<file path="src/rtl/board_pkg.sv">
package board_pkg;

    // wishbone classic request, master side
    typedef struct packed {
        logic        cyc;
        logic        stb;
        logic        we;
        logic [31:0] adr;
        logic [31:0] dat;
    } wb_req_t;

    // wishbone classic response, slave side
    typedef struct packed {
        logic [31:0] dat;
        logic        ack;
    } wb_rsp_t;

    // regions seen by the address decoder
    typedef enum logic [2:0] {
        region_rom,
        region_ram,
        region_key,
        region_uart,
        region_none
    } region_e;

    // boot image, writes are acked and dropped
    localparam logic [31:0] rom_base = 32'h0000_0000;
    localparam logic [31:0] rom_size = 32'h0000_1000;

    // writable ram right after the boot image
    localparam logic [31:0] ram_base = 32'h0000_1000;
    localparam logic [31:0] ram_size = 32'h0000_2000;

    // keyboard registers
    localparam logic [31:0] key_data_addr = 32'h0000_3000;
    localparam logic [31:0] key_stat_addr = 32'h0000_3004;

    // uart registers
    localparam logic [31:0] uart_data_addr = 32'h0000_3010;
    localparam logic [31:0] uart_stat_addr = 32'h0000_3014;

    // ps2 receiver, done waits for the stop bit
    typedef enum logic [1:0] {
        ps2_idle,
        ps2_data,
        ps2_parity,
        ps2_done
    } ps2_state_e;

    // uart transmitter, start bit goes out with the data bits
    typedef enum logic [1:0] {
        uart_idle,
        uart_data,
        uart_stop,
        uart_done
    } uart_state_e;

endpackage
</file>
<file path="src/rtl/uart_tx.sv">
`timescale 1ns/10ps

module uart_tx import board_pkg::*; #(
    parameter int clks_per_bit = 16
) (
    input  logic    CLOCK_50,
    input  logic    KEY0,
    input  wb_req_t req,
    output wb_rsp_t rsp,
    output logic    txd
);

    localparam int cw = (clks_per_bit > 1) ? $clog2(clks_per_bit) : 1;

    uart_state_e state;
    logic [cw-1:0] cnt;
    logic [3:0]    bit_cnt;
    logic [7:0]    shift;
    logic          bit_end;
    logic          busy;
    logic          is_data;
    logic          access;
    logic          ack;
    logic          start_tx;
    logic [31:0]   rd_data;

    assign busy    = (state != uart_idle);
    assign is_data = (req.adr == uart_data_addr);
    assign bit_end = (cnt == cw'(clks_per_bit - 1));

    // data writes wait for idle, everything else answers at once
    assign access = req.cyc && req.stb && !ack && (!(req.we && is_data) || !busy);

    // request is still held in the ack cycle
    assign start_tx = ack && req.we && is_data;

    always_ff @(posedge CLOCK_50 or negedge KEY0) begin
        if (!KEY0) begin
            state   <= uart_idle;
            cnt     <= '0;
            bit_cnt <= 4'd0;
            txd     <= 1'b1;
            ack     <= 1'b0;
        end else begin
            ack <= access;
            cnt <= (state == uart_idle || bit_end) ? '0 : cnt + 1'b1;
            case (state)
                uart_idle: begin
                    txd <= 1'b1;
                    // start bit leaves right after the ack
                    if (start_tx) begin
                        txd     <= 1'b0;
                        bit_cnt <= 4'd0;
                        state   <= uart_data;
                    end
                end
                uart_data: begin
                    if (bit_end) begin
                        // eight data bits sent, move to stop
                        if (bit_cnt == 4'd8) begin
                            txd   <= 1'b1;
                            state <= uart_stop;
                        end else begin
                            txd     <= shift[0];
                            bit_cnt <= bit_cnt + 4'd1;
                        end
                    end
                end
                uart_stop: begin
                    if (bit_end) begin
                        state <= uart_done;
                    end
                end
                default: state <= uart_idle;
            endcase
        end
    end

    // byte shifts out lsb first
    always_ff @(posedge CLOCK_50) begin
        if (state == uart_idle && start_tx) begin
            shift <= req.dat[7:0];
        end else if (state == uart_data && bit_end) begin
            shift <= {1'b0, shift[7:1]};
        end
    end

    // data register reads back zero
    always_ff @(posedge CLOCK_50) begin
        if (access) begin
            rd_data <= is_data ? 32'h0 : {31'h0, busy};
        end
    end

    assign rsp.dat = rd_data;
    assign rsp.ack = ack;

endmodule

</file>
<file path="config.mk">
export PLATFORM = sky130hd
export DESIGN_NAME = uart_tx
export DESIGN_NICKNAME = d
export VERILOG_FILES = /design/src/rtl/board_pkg.sv /design/src/rtl/uart_tx.sv
export SDC_FILE = /design/constraint.sdc
export NUM_CORES = 1
export LEC_CHECK = 0
export ABC_AREA = 1
export BUFFER_PORTS_ARGS = -buffer_cell sky130_fd_sc_hd__buf_2
export CAP_MARGIN = 20
export CORE_ASPECT_RATIO = 2
export CORE_MARGIN = 1.5
export CORE_UTILIZATION = 45
export CTS_CLUSTER_SIZE = 40
export DETAILED_ROUTE_END_ITERATION = 10
export PLACE_DENSITY_LB_ADDON = 0.1
export SYNTH_ARGS = -nofsm -noshare
export SYNTH_HDL_FRONTEND = slang
export SYNTH_SLANG_ARGS = --single-unit
</file>
<file path="constraint.sdc">
create_clock -name CLOCK_50 -period 2.78 [get_ports CLOCK_50]
set_input_delay 0 -clock CLOCK_50 [delete_from_list [all_inputs] [get_ports CLOCK_50]]
set_output_delay 0 -clock CLOCK_50 [all_outputs]
set_load 0.005 [all_outputs]
</file>
==> results.ini <==
[pwr]
power.density_nw_per_um2=334
ir_drop_mv=0.293
leakagePower_uw=0.000984

[timing]
fin_skew_ns=0.00402
rsz0062_at_grt=no
finalMaxSlewViolations=0
period_needed_ns=2.10
relSlewSlack=0.664
fin_crit_sh=0.757
fmax_mhz=475
setup_tns_ns=0
setup_viol=0
worstMarginPinSlew_ns=0.504
hold_slack_ns=0.0426
hold_violations=0

[worst_setup_path]
critPathArrivalTime_ns=2.30
slowest_delay_ns=0.58
critPathRequiredTime_ns=2.98
critPathKind=flop to flop
r2r-start=state[0]$_DFFE_PN0P_
critPathLaunchType=flop
setup.worst_path.start=state[0]$_DFFE_PN0P_
cp_max_fo=12
crit_path_end=ack$_DFF_PN0_
rr_endpoint=ack$_DFF_PN0_
endpoint_kind=flop
path_common_cell=inv_1
path_cells=inv_1 > ha_1 > inv_1 > a31oi_1 > dlygate4sd3_1
rr_worst_depth=5
worst_path_max_delay_cell=dlygate4sd3_1
ff2ff_setup_slack_ns=0.68

[die]
rows=30
fp.dieH_um=86.2
die_x_um=44.6
dieArea_um2=3840
start_util=0.466
coreArea_um2=3340
ios=103

[global_routing]
grt_usage=0.155
grt_max_degree=13
grt_pass1_vias=1172
antenna_found_initial=0
overflow=0
grt_pass1_wl_um=4570

[synth]
synth_cell_types=25
synth-seq-cells=21
ys_seq_area_frac=0.367
ys_top_cells_by_area=dfrtp_1, edfxtp_1, buf_4
syn_avg_cell_area_um2=7.56
synthTopCellsByCount=nand2_1, buf_4, inv_1
synth_edf_count=9
synthArstFlopShare=0.571
yosys_warnings=0
syn_area_um2=1560
syn_inst=206
ys.flop_type=dfrtp_1
synth.largest_area_cell=dfrtp_1
netlist.area_leader.share=0.177
synth.most_common_cell=nand2_1

[placed_design]
gp_congestion=0.736
io_buffers=47
dp_hpwl_um=2260

[job]
maxCapViolations=0

[drt]
first_pass_iters=8
drtIter0Drc=14
drt-vias-per-instance=4.56
drc_errors=2
num_vias=1308
wl_per_cell_um=9.64
ant_nets=0
drt-total-wl_um=2770

[layout]
diodes=0
drive_above_1_share=0.235
area_delta_synth_final_pct=12.7
final_nets=332

[clocking]
htreeDepth=1
clk_pin_slew_ns=0.08
clk_path_buf_depth=2
numCtsBuffers=3
clkLatencyLatePin_ns=0.26
cts_num_sinks=21
root_buffer=clkbuf_8
cts_setup_buffers=0
tritoncts=done

[hold_path]
hold_path.class=input port to flop
min_from=req[7]

[status]
violations=design-rule violations
status=complete, but fails checks

## logic make-up after synthesis
family | share of synthesized area
AO/OA/AOI/OAI | 0.0386
flip-flops | 0.367
AND/OR/NAND/NOR | 0.284
adder cells (fa/ha/maj) | 0.0563
buffers and inverters | 0.246
XOR/XNOR | 0.00563
other | 0.00241
## sequential cells by signal (all words and copies together) (netlist names)
name and cells:
shift 8, bit_cnt 4, cnt 4, state 2, ack 1, rd_data 1
txd 1
## worst min-delay path by stage
stage / cells after the start / to / slack (ns)
after floorplan: 0 / ack$_DFF_PN0_ / -0.30
after global placement: 1 / bit_cnt[0]$_DFFE_PN0P_ / -0.10
after detailed placement: 1 / bit_cnt[0]$_DFFE_PN0P_ / -0.1
after CTS: 3 / shift[7]$_SDFFCE_PP0P_ / 0.05
after global routing: 3 / shift[7]$_SDFFCE_PP0P_ / 0.07
final: 3 / shift[7]$_SDFFCE_PP0P_ / 0.04
## layout by cell type, fill, tap and decap left out, types with 4 or more instances in the layout
cell type | synthesis | layout
nand2_1 | 51 | 51
buf_2 | 0 | 47
conb_1 | 1 | 31
inv_1 | 30 | 30
nor2_1 | 21 | 21
dfrtp_1 | 11 | 11
nand3_1 | 10 | 10
edfxtp_1 | 9 | 9
nand4_1 | 8 | 8
ha_1 | 7 | 7
o21ai_0 | 6 | 6
nor2_2 | 4 | 4
## where the power goes
part           total, µW  internal [µW]  switching (µW)  leakage, µW
combinational       62.7           31.0            31.7     0.000710
sequential           323            323           0.588     0.000248
clock                200           99.8             101    0.0000255
total                586            453             133     0.000984
## routing by layer
layer  vias up  part of all wire  GRT usage
met5         -                 0          0
met4         0             0.018     0.0634
li1        670                 -          -
met2        48              0.58      0.304
met1       585              0.35      0.149
met3         5             0.046     0.0188
## per-stage QoR
| step | total power (µW) | util | setup WS [ns] | instances | cell area, µm² |
|---|---|---|---|---|---|
| after floorplan | 386 | - | 1.29 | 236 | 1670 |
| after global placement | 388 | 0.502 | 0.869 | 280 | 1680 |
| after detailed placement | 389 | 0.502 | 0.885 | 280 | 1680 |
| after CTS | 592 | 0.525 | 0.693 | 287 | 1750 |
| after global routing | 613 | 0.525 | 0.559 | 287 | 1750 |
| final | 586 | 0.525 | 0.676 | 287 | 1750 |
## critical path, delay by kind of cell, from the launching register on
kind                     cells  cell delay [ns]
flip-flops                   1             0.43
buffers and inverters        3             0.88
AO/OA/AOI/OAI                1             0.27
adder cells (fa/ha/maj)      1             0.47
## repair_timing
item / 4_1_cts / 5_1_grt
endpoints found under the hold margin: 13 / 0
hold buffers: 3 / 0
gates resized for setup: 0 / 0
## layout make-up
| cell class | instances | area, µm² |
|---|---|---|
| clock buffer | 3 | 41.3 |
| clock inverter | 1 | 5.00 |
| fill | 370 | 1590 |
| inverter | 31 | 116 |
| multi-input combinational | 149 | 714 |
| sequential | 21 | 572 |
| tap | 32 | 40.0 |
| timing repair buffer | 50 | 265 |
(Power assumes the default switching activity.)
