--- src/rtl/board_pkg.sv ---
package board_pkg;

    // wishbone classic request, master side
    typedef struct packed {
        logic        cyc;
        logic        stb;
        logic        we;
        logic [31:0] adr;
        logic [31:0] dat;
    } wb_req_t;

    // wishbone classic response, slave side
    typedef struct packed {
        logic [31:0] dat;
        logic        ack;
    } wb_rsp_t;

    // regions seen by the address decoder
    typedef enum logic [2:0] {
        region_rom,
        region_ram,
        region_key,
        region_uart,
        region_none
    } region_e;

    // boot image, writes are acked and dropped
    localparam logic [31:0] rom_base = 32'h0000_0000;
    localparam logic [31:0] rom_size = 32'h0000_1000;

    // writable ram right after the boot image
    localparam logic [31:0] ram_base = 32'h0000_1000;
    localparam logic [31:0] ram_size = 32'h0000_2000;

    // keyboard registers
    localparam logic [31:0] key_data_addr = 32'h0000_3000;
    localparam logic [31:0] key_stat_addr = 32'h0000_3004;

    // uart registers
    localparam logic [31:0] uart_data_addr = 32'h0000_3010;
    localparam logic [31:0] uart_stat_addr = 32'h0000_3014;

    // ps2 receiver, done waits for the stop bit
    typedef enum logic [1:0] {
        ps2_idle,
        ps2_data,
        ps2_parity,
        ps2_done
    } ps2_state_e;

    // uart transmitter, start bit goes out with the data bits
    typedef enum logic [1:0] {
        uart_idle,
        uart_data,
        uart_stop,
        uart_done
    } uart_state_e;

endpackage
--- src/rtl/ps2_keyboard.sv ---
`timescale 1ns/10ps

module ps2_keyboard import board_pkg::*; (
    input  logic    CLOCK_50,
    input  logic    KEY0,
    input  logic    ps2_clk,
    input  logic    ps2_dat,
    input  wb_req_t req,
    output wb_rsp_t rsp,
    output logic    irq
);

    logic [1:0] clk_sync;
    logic [1:0] dat_sync;
    logic       clk_prev;
    logic       fall;
    ps2_state_e state;
    logic [2:0] bit_cnt;
    logic [7:0] shift;
    logic       parity;
    logic       frame_ok;
    logic       frame_end;
    logic       release_armed;
    logic       new_key;
    logic [7:0] key;
    logic       pending;
    logic       ack;
    logic       access;
    logic       is_data;
    logic       data_rd;
    logic [31:0] rd_data;

    // two flop synchronizer, lines idle high
    always_ff @(posedge CLOCK_50 or negedge KEY0) begin
        if (!KEY0) begin
            clk_sync <= 2'b11;
            dat_sync <= 2'b11;
            clk_prev <= 1'b1;
        end else begin
            clk_sync <= {clk_sync[0], ps2_clk};
            dat_sync <= {dat_sync[0], ps2_dat};
            clk_prev <= clk_sync[1];
        end
    end

    // sample point is the falling edge of the device clock
    assign fall = clk_prev && !clk_sync[1];

    // stop bit high and odd parity over data plus parity bit
    assign frame_ok  = dat_sync[1] && (^{shift, parity});
    assign frame_end = fall && (state == ps2_done);

    // release prefix and the code after it never reach the key register
    assign new_key = frame_end && frame_ok && !release_armed && (shift != 8'hF0);

    always_ff @(posedge CLOCK_50 or negedge KEY0) begin
        if (!KEY0) begin
            state   <= ps2_idle;
            bit_cnt <= 3'd0;
        end else if (fall) begin
            case (state)
                ps2_idle: begin
                    // start bit is low
                    if (!dat_sync[1]) begin
                        state   <= ps2_data;
                        bit_cnt <= 3'd0;
                    end
                end
                ps2_data: begin
                    bit_cnt <= bit_cnt + 3'd1;
                    if (bit_cnt == 3'd7) begin
                        state <= ps2_parity;
                    end
                end
                ps2_parity: state <= ps2_done;
                default:    state <= ps2_idle;
            endcase
        end
    end

    // frame payload, lsb first
    always_ff @(posedge CLOCK_50) begin
        if (fall && state == ps2_data) begin
            shift <= {dat_sync[1], shift[7:1]};
        end
        if (fall && state == ps2_parity) begin
            parity <= dat_sync[1];
        end
    end

    // bus side
    assign access  = req.cyc && req.stb && !ack;
    assign is_data = (req.adr == key_data_addr);
    assign data_rd = access && !req.we && is_data;

    always_ff @(posedge CLOCK_50 or negedge KEY0) begin
        if (!KEY0) begin
            release_armed <= 1'b0;
            key           <= 8'h00;
            pending       <= 1'b0;
            ack           <= 1'b0;
        end else begin
            ack <= access;
            // bad frames leave the filter as it was
            if (frame_end && frame_ok) begin
                release_armed <= release_armed ? 1'b0 : (shift == 8'hF0);
            end
            if (new_key) begin
                key <= shift;
            end
            // an arriving key beats the clearing read
            if (new_key) begin
                pending <= 1'b1;
            end else if (data_rd) begin
                pending <= 1'b0;
            end
        end
    end

    always_ff @(posedge CLOCK_50) begin
        if (access) begin
            rd_data <= is_data ? {24'h0, key} : {31'h0, pending};
        end
    end

    assign rsp.dat = rd_data;
    assign rsp.ack = ack;
    assign irq     = pending;

endmodule

--- config.mk ---
export PLATFORM = sky130hd
export DESIGN_NAME = ps2_keyboard
export DESIGN_NICKNAME = d
export VERILOG_FILES = /design/src/rtl/board_pkg.sv /design/src/rtl/ps2_keyboard.sv
export SDC_FILE = /design/constraint.sdc
export NUM_CORES = 1
export LEC_CHECK = 0
export BUFFER_PORTS_ARGS = -buffer_cell sky130_fd_sc_hd__buf_2
export CAP_MARGIN = 20
export CORE_MARGIN = 5
export CORE_UTILIZATION = 44
export CTS_CLUSTER_DIAMETER = 80
export DETAILED_ROUTE_END_ITERATION = 8
export HOLD_SLACK_MARGIN = 0.02
export PLACE_DENSITY = 0.79
export SLEW_MARGIN = 15
export SYNTH_ARGS = -nofsm -noshare
export SYNTH_HDL_FRONTEND = slang
export SYNTH_SLANG_ARGS = --single-unit
--- constraint.sdc ---
create_clock -name CLOCK_50 -period 2.7 [get_ports CLOCK_50]
set_input_delay 0.54 -clock CLOCK_50 [delete_from_list [all_inputs] [get_ports CLOCK_50]]
set_output_delay 0.54 -clock CLOCK_50 [all_outputs]
set_load 0.05 [all_outputs]
==> results of run 1 <==
cell usage in the layout (no fill, tap or decap), types with 2 or more instances in the layout:
cell type,n
inv_1,5
clkbuf_8,5
ha_1,6
mux2_2,3
mux2_4,8
mux2i_1,3
a22o_1,2
dfstp_2,5
xnor2_1,2
o21ai_0,2
nor2_1,6
nand4_1,2
buf_2,48
conb_1,24
and2_1,8
nand2_1,2
a2111oi_2,2
edfxtp_1,17
dfrtp_1,16
nor4_1,7
sequential cells by signal (all words and copies together), names as in the netlist, 2 cells and up:
signal and flops:
key 8, bit_cnt 3, state 2, rd_data 8
shift 8, dat_sync 2, clk_sync 2
through the flow:
step           setup WS [ns]  util [%]  cell area (µm²)  cells
5_1_grt                0.517      51.9             2210    243
2_1_floorplan          0.686         -             1990    160
3_3_place_gp           0.625      49.5             2110    236
4_1_cts                0.591      51.9             2210    243
6_report               0.626      51.9             2210    243
3_5_place_dp           0.596      49.5             2110    236
layer usage:
| metal | global-route usage, % | up-vias | routed length (µm) |
|---|---|---|---|
| met5 | 0 | - | 0 |
| met2 | 20.1 | 28 | 1610 |
| met3 | 3.96 | 9 | 174 |
| met4 | 6.80 | 0 | 75 |
| li1 | - | 546 | - |
| met1 | 11.7 | 508 | 1190 |
worst paths after layout:
path / slack, ns / end / depth (start not counted)
setup / recovery: 0.63 / key[4] / 4
hold / removal: 0.20 / key[7] / 1
setup reg to reg: 0.63 / key[4] / 4
hold reg to reg: 0.36 / dat_sync[1] / 0
max in group asynchronous: 2.16 / clk_prev / 1
min in group CLOCK_50: 0.35 / dat_sync[0] / 1
worst max-delay path, delay by kind of cell (launching register included):
family / cells / cell delay, ns
xor gates and xnor gates: 2 / 0.66
DFF: 1 / 0.45
muxes: 2 / 0.84
logic make-up (layout without fill, tap and decap cells):
group	after synthesis	count (layout)	share of synthesized area (%)
other cells	1	24	0.197
flops	38	38	54.8
simple gates	32	32	10.1
mux	15	15	10.9
xor+xnor	6	6	5.13
compound gates	9	9	4.08
fa+ha+maj	6	6	3.95
buf+inv	30	61	10.9
area by class of cell:
type	count	area [µm²]	area share (%)
sequential	38	1040	47.1
multi-input combinational	92	738	33.3
timing repair buffer	49	248	11.2
clock buffer	5	68.8	3.11
tap	52	65.1	2.94
clock inverter	2	33.8	1.53
inverter	5	18.8	0.847
where the power goes:
part           switching (µW)  internal [µW]
clock network             191            267
registers                68.7            724
logic                     212            208
total                     471           1200
==> impl_summary.log, run 1 <==
INFO  metric setup_total_negative_slack = 0 ns
INFO  metric initial_antenna_violation_count = 0
INFO  metric synth.cell_area = approximately 0.0019 mm²
INFO  metric r2r_start = shift[2]
INFO  metric setup.worst_path.class = flop to flop
INFO  metric syn-instance-count = 137
INFO  metric cp-end-kind = flop
INFO  metric cp_slowest_cell = mux2i_4
INFO  metric asyncSetResetFlopFracSynth = 55.3%
INFO  metric yosysWarnings = 0
INFO  metric final_antenna_net_count = 0
INFO  metric globalplace.congestion = 0.713
INFO  metric yosys-top-cells-count = buf_4 (25), edfxtp_1 (17), dfrtp_1 (16)
INFO  metric dominantRegCellSynth = edfxtp_1
INFO  metric power-per-cell-area = about 750 mW/mm²
INFO  metric cts.path.max_buffers = 2
INFO  metric ratio_of_cells_with_drive_above_1_in_the_final_layout = slightly below 40%
INFO  metric drt_pre_antenna_iters = 3
INFO  metric fin_worst_skew = 0.00674 ns
INFO  metric holdWs = 0.195 ns
INFO  metric drc = 0
INFO  metric ctsHoldBuffers = 0
INFO  metric global_route.overflow_total = 0
INFO  metric placement.io_buffers = 48
INFO  metric postSynthAreaPerCell = between 10 and 15 µm²
INFO  metric most_frequent_cell_after_synthesis = buf_4
INFO  metric antenna-diode-count = 0
INFO  metric post-synth-top-area-fraction = between 20% and 30%
INFO  metric ys_ff_latch = 38
INFO  metric die_w = about 76 µm
INFO  metric row_count = 24
INFO  metric cp_max_fo = 9
INFO  metric synth_top_cells_by_area = edfxtp_1 (27%), dfrtp_1 (21%), buf_4 (9.9%), dfstp_2 (6.9%), mux2_4 (6.3%)
INFO  metric outcome = finished, final reports clean
INFO  metric cts.root.buffer_cell = clkbuf_8
INFO  metric timing.final.crit_period = 2.07 ns
INFO  metric grt_max_degree = 22
INFO  metric clock_tree.htree_level_count = 2
INFO  metric cts_setup_buffers = 0
INFO  metric ys_types = 34
INFO  metric synth_area_leader_cell = edfxtp_1
INFO  metric power_after_layout = 1670 µW
INFO  metric timing.critical_path.slowest_cell_delay = ~0.5 ns
INFO  metric grt_first_pass_wirelength = 4.84 mm
INFO  metric holdCritPathClass = input pin to async pin
INFO  metric cts_inserted_buffers = 5
INFO  metric finish.net_count = roughly 270
INFO  metric io_pins = roughly 110
INFO  metric detailed_place_hpwl = 2.45 mm
INFO  metric setup_violations = 0
INFO  metric max-cap-violations = 0
INFO  metric areaGrowthSynthToFinish = 16.5%
INFO  metric floorplan.initialDensity = approximately 45%
INFO  metric maxClockFrequency = 0.482 GHz
INFO  metric grt_use_total = 11.4%
INFO  metric number_of_synthesized_flops_with_an_enable_pin = 17
INFO  metric slew_headroom = a little under three fifths
INFO  metric via_count = 1,091
INFO  metric design.die.area = 0.00573 mm²
INFO  metric fin_crit_sh = 76.8%
INFO  metric worst_ep_required_time = 2.88 ns
INFO  metric wl_final = 3.05 mm
INFO  metric synth.yosys.seq_area_share = 54.8%
INFO  metric drt_iter0_drc = 26
INFO  metric die_height = between 70 and 80 µm
INFO  metric max_slew.worst_pin.slew = 0.648 ns
INFO  metric core_region_area = 0.00426 mm²
INFO  metric worst_setup_hold_path_clk_slew = around 0.07 ns
INFO  metric crit_path_cell_trace = xor2_1 -> xnor3_1 -> mux2i_4 -> mux2_4
INFO  metric fillerInstances = 378
INFO  metric startpoint = shift[2]
INFO  metric first_global_vias = 1,131
INFO  metric tritoncts_num_sinks = 38
INFO  metric timing.final.max_slew_violations = 0
INFO  metric clock_insertion_delay_worst_skew = 0.29 ns
INFO  metric startpoint_type = flop
INFO  metric post_drt_wl_per_cell = 12.6 µm
INFO  metric p_leak = 0.00104 µW
INFO  metric vias_per_instance = between 4 and 5
INFO  metric cts.repair.resized = 0
INFO  metric grt_setup_unrepaired = false
INFO  metric worst-endpoint-arrival = 2.25 ns
INFO  metric timing.final.hold_violations = 0
INFO  metric power.ir.vdd_worst = 0.475 mV
INFO  metric cts_tree = done
Note: power is estimated with default switching activity, not from simulation.
==> run 2: changes to the inputs <==
- ABC_AREA: unset -> 1
- CORE_UTILIZATION: 44 -> 40
- PLACE_DENSITY: 0.79 -> 0.75
- clock period: 2.7 -> 1.7 ns (I/O delays scaled with it)
==> run 2 against run 1 <==
Die area is 13% higher; sequential share of layout area is 5.1 points lower; first-iteration DRC count grew to 2.8 times the previous value; largest cell class unchanged; highest routed layer unchanged.
==> impl_summary.log, run 2 <==
INFO  metric maxClockFrequency = 0.610 GHz
INFO  metric initial_antenna_violation_count = 0
INFO  metric timing.final.max_slew_violations = 0
INFO  metric core_region_area = 0.00475 mm²
INFO  metric drt_iter0_drc = 73
INFO  metric yosysWarnings = 0
INFO  metric setup_violations = 0
INFO  metric most_frequent_cell_after_synthesis = nand2_1
INFO  metric holdWs = around 0.15 ns
INFO  metric outcome = finished, final reports clean
INFO  metric instances_no_fill = ~350
INFO  metric post-synth-top-area-fraction = ~26%
INFO  metric synth_mux_area_share = 0%
INFO  metric cp-end-kind = flop
INFO  metric asyncSetResetFlopFracSynth = 55.3%
INFO  metric dominantRegCellSynth = edfxtp_1
INFO  metric synth_top_cells_by_area = edfxtp_1 (26%), dfrtp_1 (20%), nand2_1 (12%), buf_4 (9.5%), dfstp_2 (6.6%)
INFO  metric placement.io_buffers = 48
INFO  metric drc = 0
INFO  metric syn-instance-count = ~220
INFO  metric ys_ff_latch = 38
INFO  metric finish.net_count = 360
INFO  metric grt_first_pass_wirelength = 5.50 mm
INFO  metric r2r_slack = 0.06 ns
INFO  metric cts_inserted_buffers = 5
INFO  metric power-per-cell-area = 978 mW/mm²
INFO  metric mostFrequentLayoutCells = nand2_1 (51), buf_2 (48), conb_1 (24)
INFO  metric cts.root.buffer_cell = clkbuf_8
INFO  metric p_leak = 0.00122 µW
INFO  metric tritoncts_num_sinks = 38
INFO  metric clock_tree.htree_level_count = 2
INFO  metric setup.worst_path.class = flop to flop
INFO  metric cts_tree = done
INFO  metric final_critical_path_setup_slack = a little over 0.06 ns
INFO  metric synth.cell_area = 0.00198 mm²
INFO  metric ratio_of_cells_with_drive_above_1_in_the_final_layout = 36.3%
INFO  metric yosys-top-cells-count = nand2_1 (63), buf_4 (25), inv_1 (25)
INFO  metric antenna-diode-count = 0
INFO  metric io_pins = 105
INFO  metric worst-endpoint-arrival = 1.87 ns
INFO  metric setup_total_negative_slack = 0 ns
INFO  metric wl_final = 3.87 mm
INFO  metric first_global_vias = 1,287
INFO  metric row_count = 25
INFO  metric startpoint = shift[0]
INFO  metric worst_setup_hold_path_clk_slew = 0.07 ns
INFO  metric fillerInstances = around 440
INFO  metric ys_types = 22
INFO  metric yosys.area_share.simple = 26.4%
INFO  metric startpoint_type = flop
INFO  metric clock_insertion_delay_worst_skew = 0.28 ns
INFO  metric via_count = 1,520
INFO  metric worst_ep_required_time = 1.93 ns
INFO  metric fin_worst_skew = 0.00435 ns
INFO  metric fin_crit_sh = 96.4%
INFO  metric mostFrequentLayoutCell = nand2_1
INFO  metric post-place-cells = 333
INFO  metric cts.path.max_buffers = 2
INFO  metric design.die.area = ~0.0065 mm²
INFO  metric post_synthesis_compound_gate_area_fraction = under 10%
INFO  metric grt_max_degree = 22
INFO  metric yosys.area_share.adder = 3.78%
INFO  metric postSynthAreaPerCell = 9.14 µm²
INFO  metric biggestRegsByFlops = key x8, rd_data x8, shift x8
INFO  metric synth_top_family_by_area = simple AND/OR/NAND/NOR gates
INFO  metric power_after_layout = ~2400 µW
INFO  metric max-cap-violations = 0
INFO  metric areaGrowthSynthToFinish = 25.3%
INFO  metric die_w = 80.4 µm
INFO  metric r2r_start = shift[0]
INFO  metric vias_per_instance = 4.33
INFO  metric detailed_place_hpwl = 2.79 mm
INFO  metric post_drt_wl_per_cell = 11.0 µm
INFO  metric timing.final.crit_period = 1.64 ns
INFO  metric post-place-ws = 0.0579 ns
INFO  metric die_height = roughly 80 µm
INFO  metric number_of_synthesized_flops_with_an_enable_pin = 17
INFO  metric power.ir.vdd_worst = 0.652 mV
INFO  metric floorplan.initialDensity = 41.7%
INFO  metric timing.final.hold_violations = 0
INFO  metric synth.yosys.seq_area_share = 52.5%
INFO  metric post_synth_xor_area_fraction = 0.883%
INFO  metric cp_max_fo = 8
INFO  metric final_antenna_net_count = 0
INFO  metric timing.hold.worst.start = ps2_dat
INFO  metric global_route.overflow_total = 0
INFO  metric holdCritPathClass = input pin to flop
INFO  metric grt_setup_unrepaired = true
INFO  metric synth_area_leader_cell = edfxtp_1
INFO  metric grt_use_total = between 10% and 20%
INFO  metric globalplace.congestion = 0.782
INFO  metric drt_pre_antenna_iters = 4
## run 2: final cells by class
type | instances | area, µm² | area share, %
sequential | 38 | 1040 | 41.9
clock inverter | 1 | 5.00 | 0.201
inverter | 25 | 93.8 | 3.77
tap | 67 | 83.8 | 3.37
multi-input combinational | 153 | 842 | 33.9
clock buffer | 7 | 86.3 | 3.47
timing repair buffer | 60 | 333 | 13.4
## run 2: layer usage
layer	up-vias	wire length, µm	track usage [%]
li1	780	-	-
met1	677	1550	12.2
met2	56	1950	19.1
met3	7	317	3.59
met4	0	48	4.05
met5	-	0	0
## run 2: through the flow
step	utilization [%]	cell area, µm²
2_1_floorplan	-	2070
3_3_place_gp	46.9	2230
3_5_place_dp	46.9	2230
4_1_cts	49.0	2330
5_1_grt	52.3	2490
6_report	52.3	2490
## run 2: worst max-delay path, cell delays in order, from the launching register on
cell,delay [ns]
edfxtp_1,0.47
xnor2_2,0.26
inv_1,0.11
nand3_2,0.10
nand2_1,0.06
nand2_1,0.07
nand3_2,0.09
nor2_4,0.24
nand3_1,0.11
nand2_1,0.08
## run 2: power breakdown
group	total [µW]	switching [µW]	internal (µW)
Sequential	1200	96.4	1110
Combinational	604	400	204
Clock	622	295	327
## run 2: cell families (layout without fill, tap and decap cells)
group,after synthesis,in the layout
AO/OA/AOI/OAI,7,7
XOR/XNOR,2,2
adder cells (fa/ha/maj),6,6
buffers and inverters,50,93
flip-flops,38,38
other,1,24
AND/OR/NAND/NOR,113,114
## run 2: path summary, 6_finish.rpt
check,to,cells past startpoint
setup / recovery,key[6],9
hold / removal,dat_sync[0],1
setup reg to reg,key[6],9
hold reg to reg,clk_sync[1],0
max in group asynchronous,dat_sync[1],2
min in group asynchronous,bit_cnt[2],2
## run 2: what timing repair did
item,CTS,global route
gates resized for setup,0,25
endpoints found under the hold margin,16,0
setup buffers,0,8
hold buffers,1,0
endpoints found under the setup margin,0,10
