<file path="config.mk">
export PLATFORM = sky130hd
export DESIGN_NAME = bus_decoder
export DESIGN_NICKNAME = d
export VERILOG_FILES = /design/src/rtl/board_pkg.sv /design/src/rtl/bus_decoder.sv
export SDC_FILE = /design/constraint.sdc
export NUM_CORES = 1
export LEC_CHECK = 0
export ABC_AREA = 1
export BUFFER_PORTS_ARGS = -buffer_cell sky130_fd_sc_hd__buf_4
export CELL_PAD_IN_SITES_DETAIL_PLACEMENT = 0
export CELL_PAD_IN_SITES_GLOBAL_PLACEMENT = 1
export CORE_AREA = 3 3 155 157
export CTS_BUF_LIST = sky130_fd_sc_hd__clkbuf_4 sky130_fd_sc_hd__clkbuf_8
export DETAILED_ROUTE_END_ITERATION = 8
export DIE_AREA = 0 0 158 160
export GPL_TIMING_DRIVEN = 0
export PLACE_DENSITY = 0.62
export SYNTH_ARGS = -nofsm -noshare
export SYNTH_HDL_FRONTEND = slang
export SYNTH_SLANG_ARGS = --single-unit
</file>
<file path="constraint.sdc">
create_clock -name CLOCK_50 -period 2.9 [get_ports CLOCK_50]
set_input_delay 0.725 -clock CLOCK_50 [delete_from_list [all_inputs] [get_ports CLOCK_50]]
set_output_delay 0.725 -clock CLOCK_50 [all_outputs]
set_load 0.005 [all_outputs]
</file>
<file path="src/rtl/board_pkg.sv">
package board_pkg;

    // wishbone classic request, master side
    typedef struct packed {
        logic        cyc;
        logic        stb;
        logic        we;
        logic [31:0] adr;
        logic [31:0] dat;
    } wb_req_t;

    // wishbone classic response, slave side
    typedef struct packed {
        logic [31:0] dat;
        logic        ack;
    } wb_rsp_t;

    // regions seen by the address decoder
    typedef enum logic [2:0] {
        region_rom,
        region_ram,
        region_key,
        region_uart,
        region_none
    } region_e;

    // boot image, writes are acked and dropped
    localparam logic [31:0] rom_base = 32'h0000_0000;
    localparam logic [31:0] rom_size = 32'h0000_1000;

    // writable ram right after the boot image
    localparam logic [31:0] ram_base = 32'h0000_1000;
    localparam logic [31:0] ram_size = 32'h0000_2000;

    // keyboard registers
    localparam logic [31:0] key_data_addr = 32'h0000_3000;
    localparam logic [31:0] key_stat_addr = 32'h0000_3004;

    // uart registers
    localparam logic [31:0] uart_data_addr = 32'h0000_3010;
    localparam logic [31:0] uart_stat_addr = 32'h0000_3014;

    // ps2 receiver, done waits for the stop bit
    typedef enum logic [1:0] {
        ps2_idle,
        ps2_data,
        ps2_parity,
        ps2_done
    } ps2_state_e;

    // uart transmitter, start bit goes out with the data bits
    typedef enum logic [1:0] {
        uart_idle,
        uart_data,
        uart_stop,
        uart_done
    } uart_state_e;

endpackage
</file>
<file path="src/rtl/bus_decoder.sv">
`timescale 1ns/10ps

module bus_decoder import board_pkg::*; #(
    parameter int mem_words = 3072
) (
    input  wb_req_t bus_req,
    output wb_rsp_t bus_rsp,
    output wb_req_t mem_req,
    input  wb_rsp_t mem_rsp,
    output wb_req_t key_req,
    input  wb_rsp_t key_rsp,
    output wb_req_t uart_req,
    input  wb_rsp_t uart_rsp,
    input  logic    CLOCK_50,
    input  logic    KEY0
);

    // end of the populated memory, in bytes
    localparam logic [31:0] mem_top = 32'(mem_words * 4);

    region_e region;
    logic    none_stb;
    logic    none_ack;
    logic    in_rom;
    logic    in_ram;

    // pass a request on with strobes forced low unless selected
    function automatic wb_req_t gate_req(input wb_req_t req, input logic sel);
        wb_req_t gated;
        gated     = req;
        gated.cyc = req.cyc && sel;
        gated.stb = req.stb && sel;
        return gated;
    endfunction

    // unsigned offset compare covers both bounds
    assign in_rom = ((bus_req.adr - rom_base) < rom_size) && (bus_req.adr < mem_top);
    assign in_ram = ((bus_req.adr - ram_base) < ram_size) && (bus_req.adr < mem_top);

    always_comb begin
        if (in_rom) begin
            region = region_rom;
        end else if (in_ram) begin
            region = region_ram;
        end else if (bus_req.adr == key_data_addr || bus_req.adr == key_stat_addr) begin
            region = region_key;
        end else if (bus_req.adr == uart_data_addr || bus_req.adr == uart_stat_addr) begin
            region = region_uart;
        end else begin
            region = region_none;
        end
    end

    // memory serves both rom and ram
    assign mem_req  = gate_req(bus_req, region == region_rom || region == region_ram);
    assign key_req  = gate_req(bus_req, region == region_key);
    assign uart_req = gate_req(bus_req, region == region_uart);

    // unmapped space answers itself with a single ack
    assign none_stb = bus_req.cyc && bus_req.stb && (region == region_none);

    always_ff @(posedge CLOCK_50 or negedge KEY0) begin
        if (!KEY0) begin
            none_ack <= 1'b0;
        end else begin
            none_ack <= none_stb && !none_ack;
        end
    end

    // request is held through the ack cycle, so region still selects
    always_comb begin
        case (region)
            region_rom,
            region_ram:  bus_rsp = mem_rsp;
            region_key:  bus_rsp = key_rsp;
            region_uart: bus_rsp = uart_rsp;
            default: begin
                bus_rsp.dat = 32'h0;
                bus_rsp.ack = none_ack;
            end
        endcase
    end

endmodule

</file>
==> results of run 1 <==
## report_power, final
part           leakage [nW]  total [mW]  switching, mW  internal, mW
sequential           0.0131      0.0152       0.000201        0.0150
clock                     0           0              0             0
combinational          3.82       0.681          0.220         0.461
## Yosys cell counts
master	number	area (µm²)
buf_4	200	1501
nand3_1	58	290.3
nand2_1	56	210.2
nand3_2	46	460.4
nor2_1	27	101.4
inv_1	12	45.04
buf_2	4	20.02
buf_8	3	45.04
clkbuf_1	3	11.26
inv_2	3	11.26
nand2_4	3	33.78
ha_1	2	25.02
nor2_4	2	22.52
buf_12	1	20.02
buf_6	1	11.26
clkinv_1	1	3.750
dfrtp_1	1	25.02
nand3b_1	1	7.510
nor2_2	1	6.260
nor3b_1	1	7.510
## per-stage QoR
stage	hold WS [ns]	power [mW]
2_1_floorplan	0.4294	0.2707
3_3_place_gp	0.5016	0.6807
3_5_place_dp	0.5013	0.6813
4_1_cts	0.4997	0.7031
5_1_grt	0.5035	0.7482
6_report	0.4998	0.6959
## how the worst min path moves through the flow
stage | startpoint | to | slack (ns)
floorplan | KEY0 | none_ack | 0.43
global placement | KEY0 | none_ack | 0.50
detailed placement | KEY0 | none_ack | 0.50
CTS | KEY0 | none_ack | 0.50
global route | KEY0 | none_ack | 0.50
finish | KEY0 | none_ack | 0.50
## metal layers
layer / part of all wire [%] / up-vias / wire, µm / GRT usage [%]
met5: 0 / - / 0 / 0
met4: 0.69 / 0 / 114 / 0.6648
met3: 7.0 / 6 / 1163 / 1.463
met2: 55 / 192 / 9054 / 22.85
met1: 38 / 1741 / 6201 / 13.61
li1: - / 1946 / - / -
## what timing repair did
| action | CTS | global route |
|---|---|---|
| cloned | 4 | 4 |
| hold buffers | 0 | 0 |
| resized for setup | 115 | 23 |
| endpoints found under the setup margin | 39 | 39 |
| pin swaps | 11 | 11 |
| setup buffers | 11 | 3 |
## worst reg2reg max path: stages (launching register included)
cell	delay [ns]
dfrtp_1	0.34
inv_1	0.06
nand3_2	0.08
nor2_1	0.09
## cell families (layout without fill, tap and decap cells)
kind of cell / Yosys count / count (layout)
buffers and inverters: 228 / 615
and+or+nand+nor: 195 / 195
DFF: 1 / 1
adders and majority gates: 2 / 2
## area by class of cell
| type | instances | area (µm²) |
|---|---|---|
| timing repair buffer | 387 | 3223 |
| fill | 2455 | 15830 |
| buffer | 212 | 1670 |
| sequential | 1 | 25.02 |
| tap | 285 | 356.6 |
| inverter | 16 | 78.83 |
| multi-input combinational | 197 | 1458 |
==> flow_summary.toml, run 1 <==
[grt]
grt_max_degree = 11
grt_pass1_wl_um = 22910
grt_overflow = 0
grt_pass1_vias = 3988
antenna_found_initial = 0
track_usage_pct = 11.54

[critical_path]
crit_top_cell = "buf_12"
r2r_end = "none_ack"
cp_slowest_cell = "ha_4"
crit_type = "primary input to output pin"
cp_num_buf_inv = 5
crit_path_cell_trace = "buf_12, inv_8, ha_4, nor3b_2, nand3_1, nor2_1, nand2_1, nand2_4, buf_12, buf_8, nand2_2, nand3_2, buf_6"
max_stage_delay_ns = 0.24
regToRegStartpoint = "none_ack"
worstSetupEndpointType = "output pin"
crit_required_ns = 2.17
crit_family = "simple AND/OR/NAND/NOR gates"
crit_fanout = 5
start_kind = "primary input"
r2r_slack_ns = 2.26
worst-endpoint-arrival_ns = 2.20
crit_path_end = "bus_rsp[32]"
crit_cells = 13
worst_r2r_path_depth = 3
critical_path.startpoint = "bus_req[44]"

[layout]
drive_above_1_share_pct = 87.70
fin_area_um2 = 6812
num_antenna_cells = 0
largest_register_ffs = 1
fin_nets = 985
fin_util_pct = 30.09
finalNonFillerCells = 1098
top_regs = "none_ack: 1 flops"
top_register = "none_ack"
area_growth_syn_to_layout_pct = 138.2
layout_commonest_cell = "buf_4"
mostFrequentLayoutCells = "544 x buf_4, 61 x nand3_2, 40 x nand3_1, 29 x nand2_1, 29 x buf_6"

[route]
vias = 3885
wl_um = 16530
firstDrtPassIters = 4
initialDrtViolationCount = 109
vias_per_cell = 3.538
drt-wirelength-per-cell_um = 15.06
ant_nets = 0
post-route-drc-count = 0

[pwr]
p_leak_nw = 3.838
powerDensity_nw_per_um2 = 102.2
ir_worst_vdd_mv = 0.05002

[die]
fp-row-count = 55
die_w_um = 158
fp.dieH_um = 160
start_util_pct = 12.63
core_um2 = 22640
io_pins = 402
dieArea_um2 = 25280

[yosys]
synth_top_family_by_area = "buffers and inverters"
synth-xor-area-share_pct = 0
synthMuxAreaShare_pct = 0
synth_seq_cells = 1
synth_compound_area_share_pct = 0
synth-seq-area-share_pct = 0.8753
yosys_warnings = 0
synth-simple-area-share_pct = 39.87
syn-cell-area_um2 = 2859
syn-num-nets = 596
syn_area_per_cell_um2 = 6.711
synthAdderAreaFrac_pct = 0.8753
synth_cells = 426
synth.lib_cells_used.distinct = 20

[job]
max-cap-violations = 0

[sta]
setup_viol = 5
min_period_ns = 2.921
finalSetupTns_ns = -0.03322
finClkSkew_ns = 0
period_share_pct = 100.7
clock.fmax_mhz = 342.4
drv_slew = 0
rsz0062_at_grt = "true"
final_hold_viol_count = 0
setup_ws_ns = -0.02057
max_slew_margin_pct = 51.64
tightestPinTransition_ns = 0.7255

[placed_design]
routabilityCongestion = 0.7795
dp.cells = 1077
dp_hpwl_um = 13730
port_buffers = 366
dp_slack_ns = -0.3757
placed_cell_area_um2 = 5963

[min_path]
hold_path.class = "primary input to async pin"

[clocking]
clk-insertion-delay-late_ns = 0
cts.clk_slew.worst_paths_ns = 0

[status]
status = "finished with violations"
violations = "negative setup slack"
No activity file was read; power rests on OpenSTA's default activity.
==> run 2, diff against run 1 <==
Settings changed: REMOVE_ABC_BUFFERS from default to 1.
==> run 2 against run 1 <==
Compared with the run above:
- the flow now finishes without violations
- clock skew unchanged
- cell area fell by 33%
- critical path depth is 3 higher
- routed wire length grew 4.3%
- total power shrank 46%
- first-iteration DRC count rose by 9.2%
- via count decreased by 23%
- combinational power fell by 47%
- utilization decreased by 10 points
- final cell count fell by 28%
- critical endpoint is now bus_rsp[9]
==> flow_summary.toml, run 2 (synthesized netlist as in run 1, its figures left out) <==
[route]
firstDrtPassIters = 4
vias_per_cell = 3.776
initialDrtViolationCount = 119
ant_nets = 0
drt-wirelength-per-cell_um = 21.72
vias = 2998
wl_um = 17250
post-route-drc-count = 0

[placed_design]
dp.cells = 766
dp_hpwl_um = 13380
routabilityCongestion = 0.8286
port_buffers = 265

[die]
io_pins = 402
dieArea_um2 = 25280
core_um2 = 22640
die_w_um = 158
start_util_pct = 12.63
fp.dieH_um = 160
fp-row-count = 55

[layout]
largest_register_ffs = 1
top_register = "none_ack"
num_antenna_cells = 0
fill_cells = 2545
layout_commonest_cell = "buf_4"
multi_input_area_um2 = 1563
top_regs = "none_ack: 1 flops"
fin_util_pct = 20.03
fin_nets = 681
area_growth_syn_to_layout_pct = 58.60
drive_above_1_share_pct = 80.75
regArea_um2 = 25.02
mostFrequentLayoutCells = "254 x buf_4, 61 x nand3_2, 36 x nand2_1, 36 x nand3_1, 19 x buf_6"
finalNonFillerCells = 794

[sta]
min_period_ns = 2.888
clock.fmax_mhz = 346.2
whs_ns = 0.5010
rsz0062_at_grt = "true"
drv_slew = 0
finClkSkew_ns = 0
tightestPinTransition_ns = 0.4505
period_share_pct = 99.59
max_slew_margin_pct = 69.96
setup_viol = 0
final_hold_viol_count = 0

[grt]
antenna_found_initial = 0
grt_overflow = 0
grt_busiest_layer = "met2"
grt_pass1_vias = 2890
grt_use_met3_pct = 10.49
grt_max_degree = 39
grt_pass1_wl_um = 21690
track_usage_pct = 11.78
grt_util_met2_pct = 17.16
met1_usage_pct = 13.53

[critical_path]
start_kind = "primary input"
worstSetupEndpointType = "output pin"
crit_required_ns = 2.17
crit_type = "primary input to output pin"
worst-endpoint-arrival_ns = 2.16
crit_fanout = 6

[pwr]
powerDensity_nw_per_um2 = 82.90
p_leak_nw = 2.313
ir_worst_vdd_mv = 0.06195

[clocking]
clk-insertion-delay-late_ns = 0
cts_hold_buf = 0
cts.clk_slew.worst_paths_ns = 0

[min_path]
hold_path.class = "primary input to async pin"

[job]
max-cap-violations = 0

[status]
status = "completed"
## run 2: cell count changes in the layout (fill, tap and decap cells not counted), moves of 4 or more
cell / previous run / this run
nand3_1: 40 / 36
buf_6: 29 / 19
nand2_1: 29 / 36
nand3_4: 3 / 7
nand2_4: 14 / 8
buf_4: 544 / 254
nand2_8: 0 / 5
inv_2: 3 / 7
## run 2: repair_timing
| action | 4_1_cts | 5_1_grt |
|---|---|---|
| buffers inserted | 14 | 7 |
| cloned | 5 | 5 |
| endpoints found under the setup margin | 39 | 36 |
| pin swaps | 10 | 33 |
| resized for setup | 45 | 81 |
## run 2: cell type report
| type | count | share of cell area (%) |
|---|---|---|
| Sequential cell | 1 | 0.5519 |
| Multi-Input combinational cell | 200 | 34.46 |
| Inverter | 16 | 1.821 |
| Timing Repair Buffer | 292 | 55.30 |
| Tap cell | 285 | 7.864 |
## run 2: critical path, cell delays in order
cell,delay (ns)
buf_12,0.11
inv_8,0.05
ha_4,0.15
inv_2,0.03
nand2_1,0.04
nand2_1,0.04
nor2_1,0.10
nand3_1,0.10
nor2_2,0.15
nand2_4,0.10
nand2_8,0.09
buf_12,0.11
buf_12,0.13
nand2_2,0.06
nand3_2,0.07
buf_6,0.09
## run 2: report_power, final
group / switching, mW / internal [mW] / total (mW)
Sequential: 0.000178 / 0.0150 / 0.0151
Combinational: 0.146 / 0.215 / 0.361
Clock: 0 / 0 / 0
Total: 0.146 / 0.230 / 0.376
## run 2: routing by layer
layer  up-vias  wire (µm)  share of wire (%)
met5         -        119               0.69
met3         9       3421                 20
met2       292       7242                 42
li1       1339          -                  -
met4         4         37               0.21
met1      1354       6426                 37
## run 2: worst paths after layout
check	from	cells past startpoint	to	slack, ns
max	bus_req[44]	16	bus_rsp[9]	0.01
min	KEY0	1	none_ack	0.50
max reg2reg	none_ack	3	none_ack	2.23
min reg2reg	none_ack	3	none_ack	0.52
max in group asynchronous	KEY0	1	none_ack	2.32
min in group CLOCK_50	none_ack	3	none_ack	0.52
## run 2: through the flow
stage | instance area [µm²] | setup slack [ns] | power, mW | setup TNS [ns]
5_1_grt | 4534 | -0.06006 | 0.4025 | -1.317
3_3_place_gp | 3596 | -1.596 | 0.3475 | -51.31
6_report | 4534 | 0.01181 | 0.3759 | 0
3_5_place_dp | 3637 | -0.7341 | 0.3473 | -19.61
2_1_floorplan | 1250 | -0.5139 | 0.04156 | -13.57
4_1_cts | 4099 | -0.005879 | 0.3629 | -0.01839
==> run 3, diff against run 2 <==
Clock period 2.9 ns to 2.8 ns, I/O delays scaled along.
==> run 3 against run 2 <==
Compared with the run above:
- the flow now finishes with violations (negative setup slack)
- flip-flop and latch count stayed put
- hold slack worse by 0.025 ns
- critical path depth is 2 lower
- die area stayed put
==> flow_summary.toml, run 3 (synthesized netlist as in run 1, its figures left out) <==
[layout]
top_register = "none_ack"
num_antenna_cells = 0
regArea_um2 = 25.02
fill_cells = 2530
fin_util_pct = 20.72
area_growth_syn_to_layout_pct = 64.11
largest_register_ffs = 1
finalNonFillerCells = 797
fin_nets = 684
drive_above_1_share_pct = 83.01
layout_commonest_cell = "buf_4"
multi_input_area_um2 = 1618
mostFrequentLayoutCells = "249 x buf_4, 66 x nand3_2, 35 x nand2_1, 30 x nand3_1, 23 x buf_6"
top_regs = "none_ack: 1 flops"

[sta]
period_share_pct = 101.0
final_hold_viol_count = 0
setup_viol = 16
tightestPinTransition_ns = 0.4425
setup_ws_ns = -0.02920
rsz0062_at_grt = "true"
whs_ns = 0.4760
max_slew_margin_pct = 70.50
clock.fmax_mhz = 353.5
min_period_ns = 2.829
finClkSkew_ns = 0
drv_slew = 0

[pwr]
ir_worst_vdd_mv = 0.06130
finalPower_mw = 0.3940
powerDensity_nw_per_um2 = 83.98
power_frac_comb_pct = 96.0
switchingPower_mw = 0.1546
p_seq_share_pct = 4.0
switching_share_pct = 39.24
p_leak_nw = 2.357
cell_internal_pwr_mw = 0.2394
clkPwrFrac_pct = 0

[placed_design]
port_buffers = 265
dp.cells = 766
dp_hpwl_um = 13380
dp_slack_ns = -0.7841
routabilityCongestion = 0.8286

[route]
vias = 3030
initialDrtViolationCount = 85
wl_um = 17410
ant_nets = 0
vias_per_cell = 3.802
firstDrtPassIters = 4
drt-wirelength-per-cell_um = 21.85
post-route-drc-count = 0

[die]
dieArea_um2 = 25280
fp.dieH_um = 160
start_util_pct = 12.63
io_pins = 402
die_w_um = 158
core_um2 = 22640
fp-row-count = 55

[grt]
track_usage_pct = 11.95
grt_pass1_wl_um = 22010
grt_max_degree = 39
grt_pass1_vias = 2978
grt_overflow = 0
antenna_found_initial = 0

[critical_path]
start_kind = "primary input"
cp_num_buf_inv = 6
crit_path_cell_trace = "buf_12, ha_4, inv_2, nor2_2, nand2_1, nor2_2, nand2_2, nor2_4, buf_12, buf_12, clkbuf_16, nand3_4, nand3_2, buf_6"
cp_slowest_cell = "clkbuf_16"
max_stage_delay_ns = 0.17
crit_fanout = 7
crit_top_cell = "buf_12"
crit_family = "buffers and inverters"
crit_required_ns = 2.10
worst-endpoint-arrival_ns = 2.13
worstSetupEndpointType = "output pin"
crit_type = "primary input to output pin"

[clocking]
clk-insertion-delay-late_ns = 0
cts_hold_buf = 0
cts.clk_slew.worst_paths_ns = 0

[status]
status = "finished with violations"
violations = "negative setup slack"

[min_path]
hold_path.class = "primary input to async pin"

[job]
max-cap-violations = 0
-- run 3: area by class of cell --
type	count	share of cell area (%)
Inverter	16	1.760
Tap cell	285	7.600
Multi-Input combinational cell	200	34.48
Sequential cell	1	0.5333
Timing Repair Buffer	295	55.63
-- run 3: final timing paths --
path | to | slack, ns | cells after the start | from
min in group CLOCK_50 | none_ack | 0.52 | 3 | none_ack
hold reg to reg | none_ack | 0.52 | 3 | none_ack
setup / recovery | bus_rsp[10] | -0.03 | 14 | bus_req[44]
hold / removal | none_ack | 0.48 | 1 | KEY0
max in group asynchronous | none_ack | 2.24 | 1 | KEY0
setup reg to reg | none_ack | 2.14 | 3 | none_ack
-- run 3: power groups by stage --
stage	Clock, mW	Sequential [mW]	Combinational [mW]
floorplan	0	0.0156	0.0274
global placement	0	0.0157	0.344
detailed placement	0	0.0157	0.344
CTS	0	0.0157	0.369
global route	0	0.0158	0.407
finish	0	0.0157	0.378
-- run 3: repair_timing --
| action | in CTS | in global routing |
|---|---|---|
| setup buffers | 18 | 4 |
| resized for setup | 75 | 72 |
| pin swaps | 17 | 32 |
| cloned | 6 | 6 |
| setup endpoints to repair | 39 | 37 |
-- run 3: per-layer routing --
layer  routed length (µm)  up-vias  global-route usage, %
met3                 3424       11                  10.49
met2                 7413      307                  17.88
met4                   39        4                 0.1955
met1                 6416     1362                  13.41
li1                     -     1346                      -
met5                  119        -                  3.968
-- run 3: through the flow --
stage | cell area (µm²) | TNS (ns)
after global routing | 4692 | -3.329
after global placement | 3596 | -53.33
after floorplan | 1250 | -15.42
after detailed placement | 3637 | -21.56
final | 4692 | -0.1946
after CTS | 4252 | -0.7468
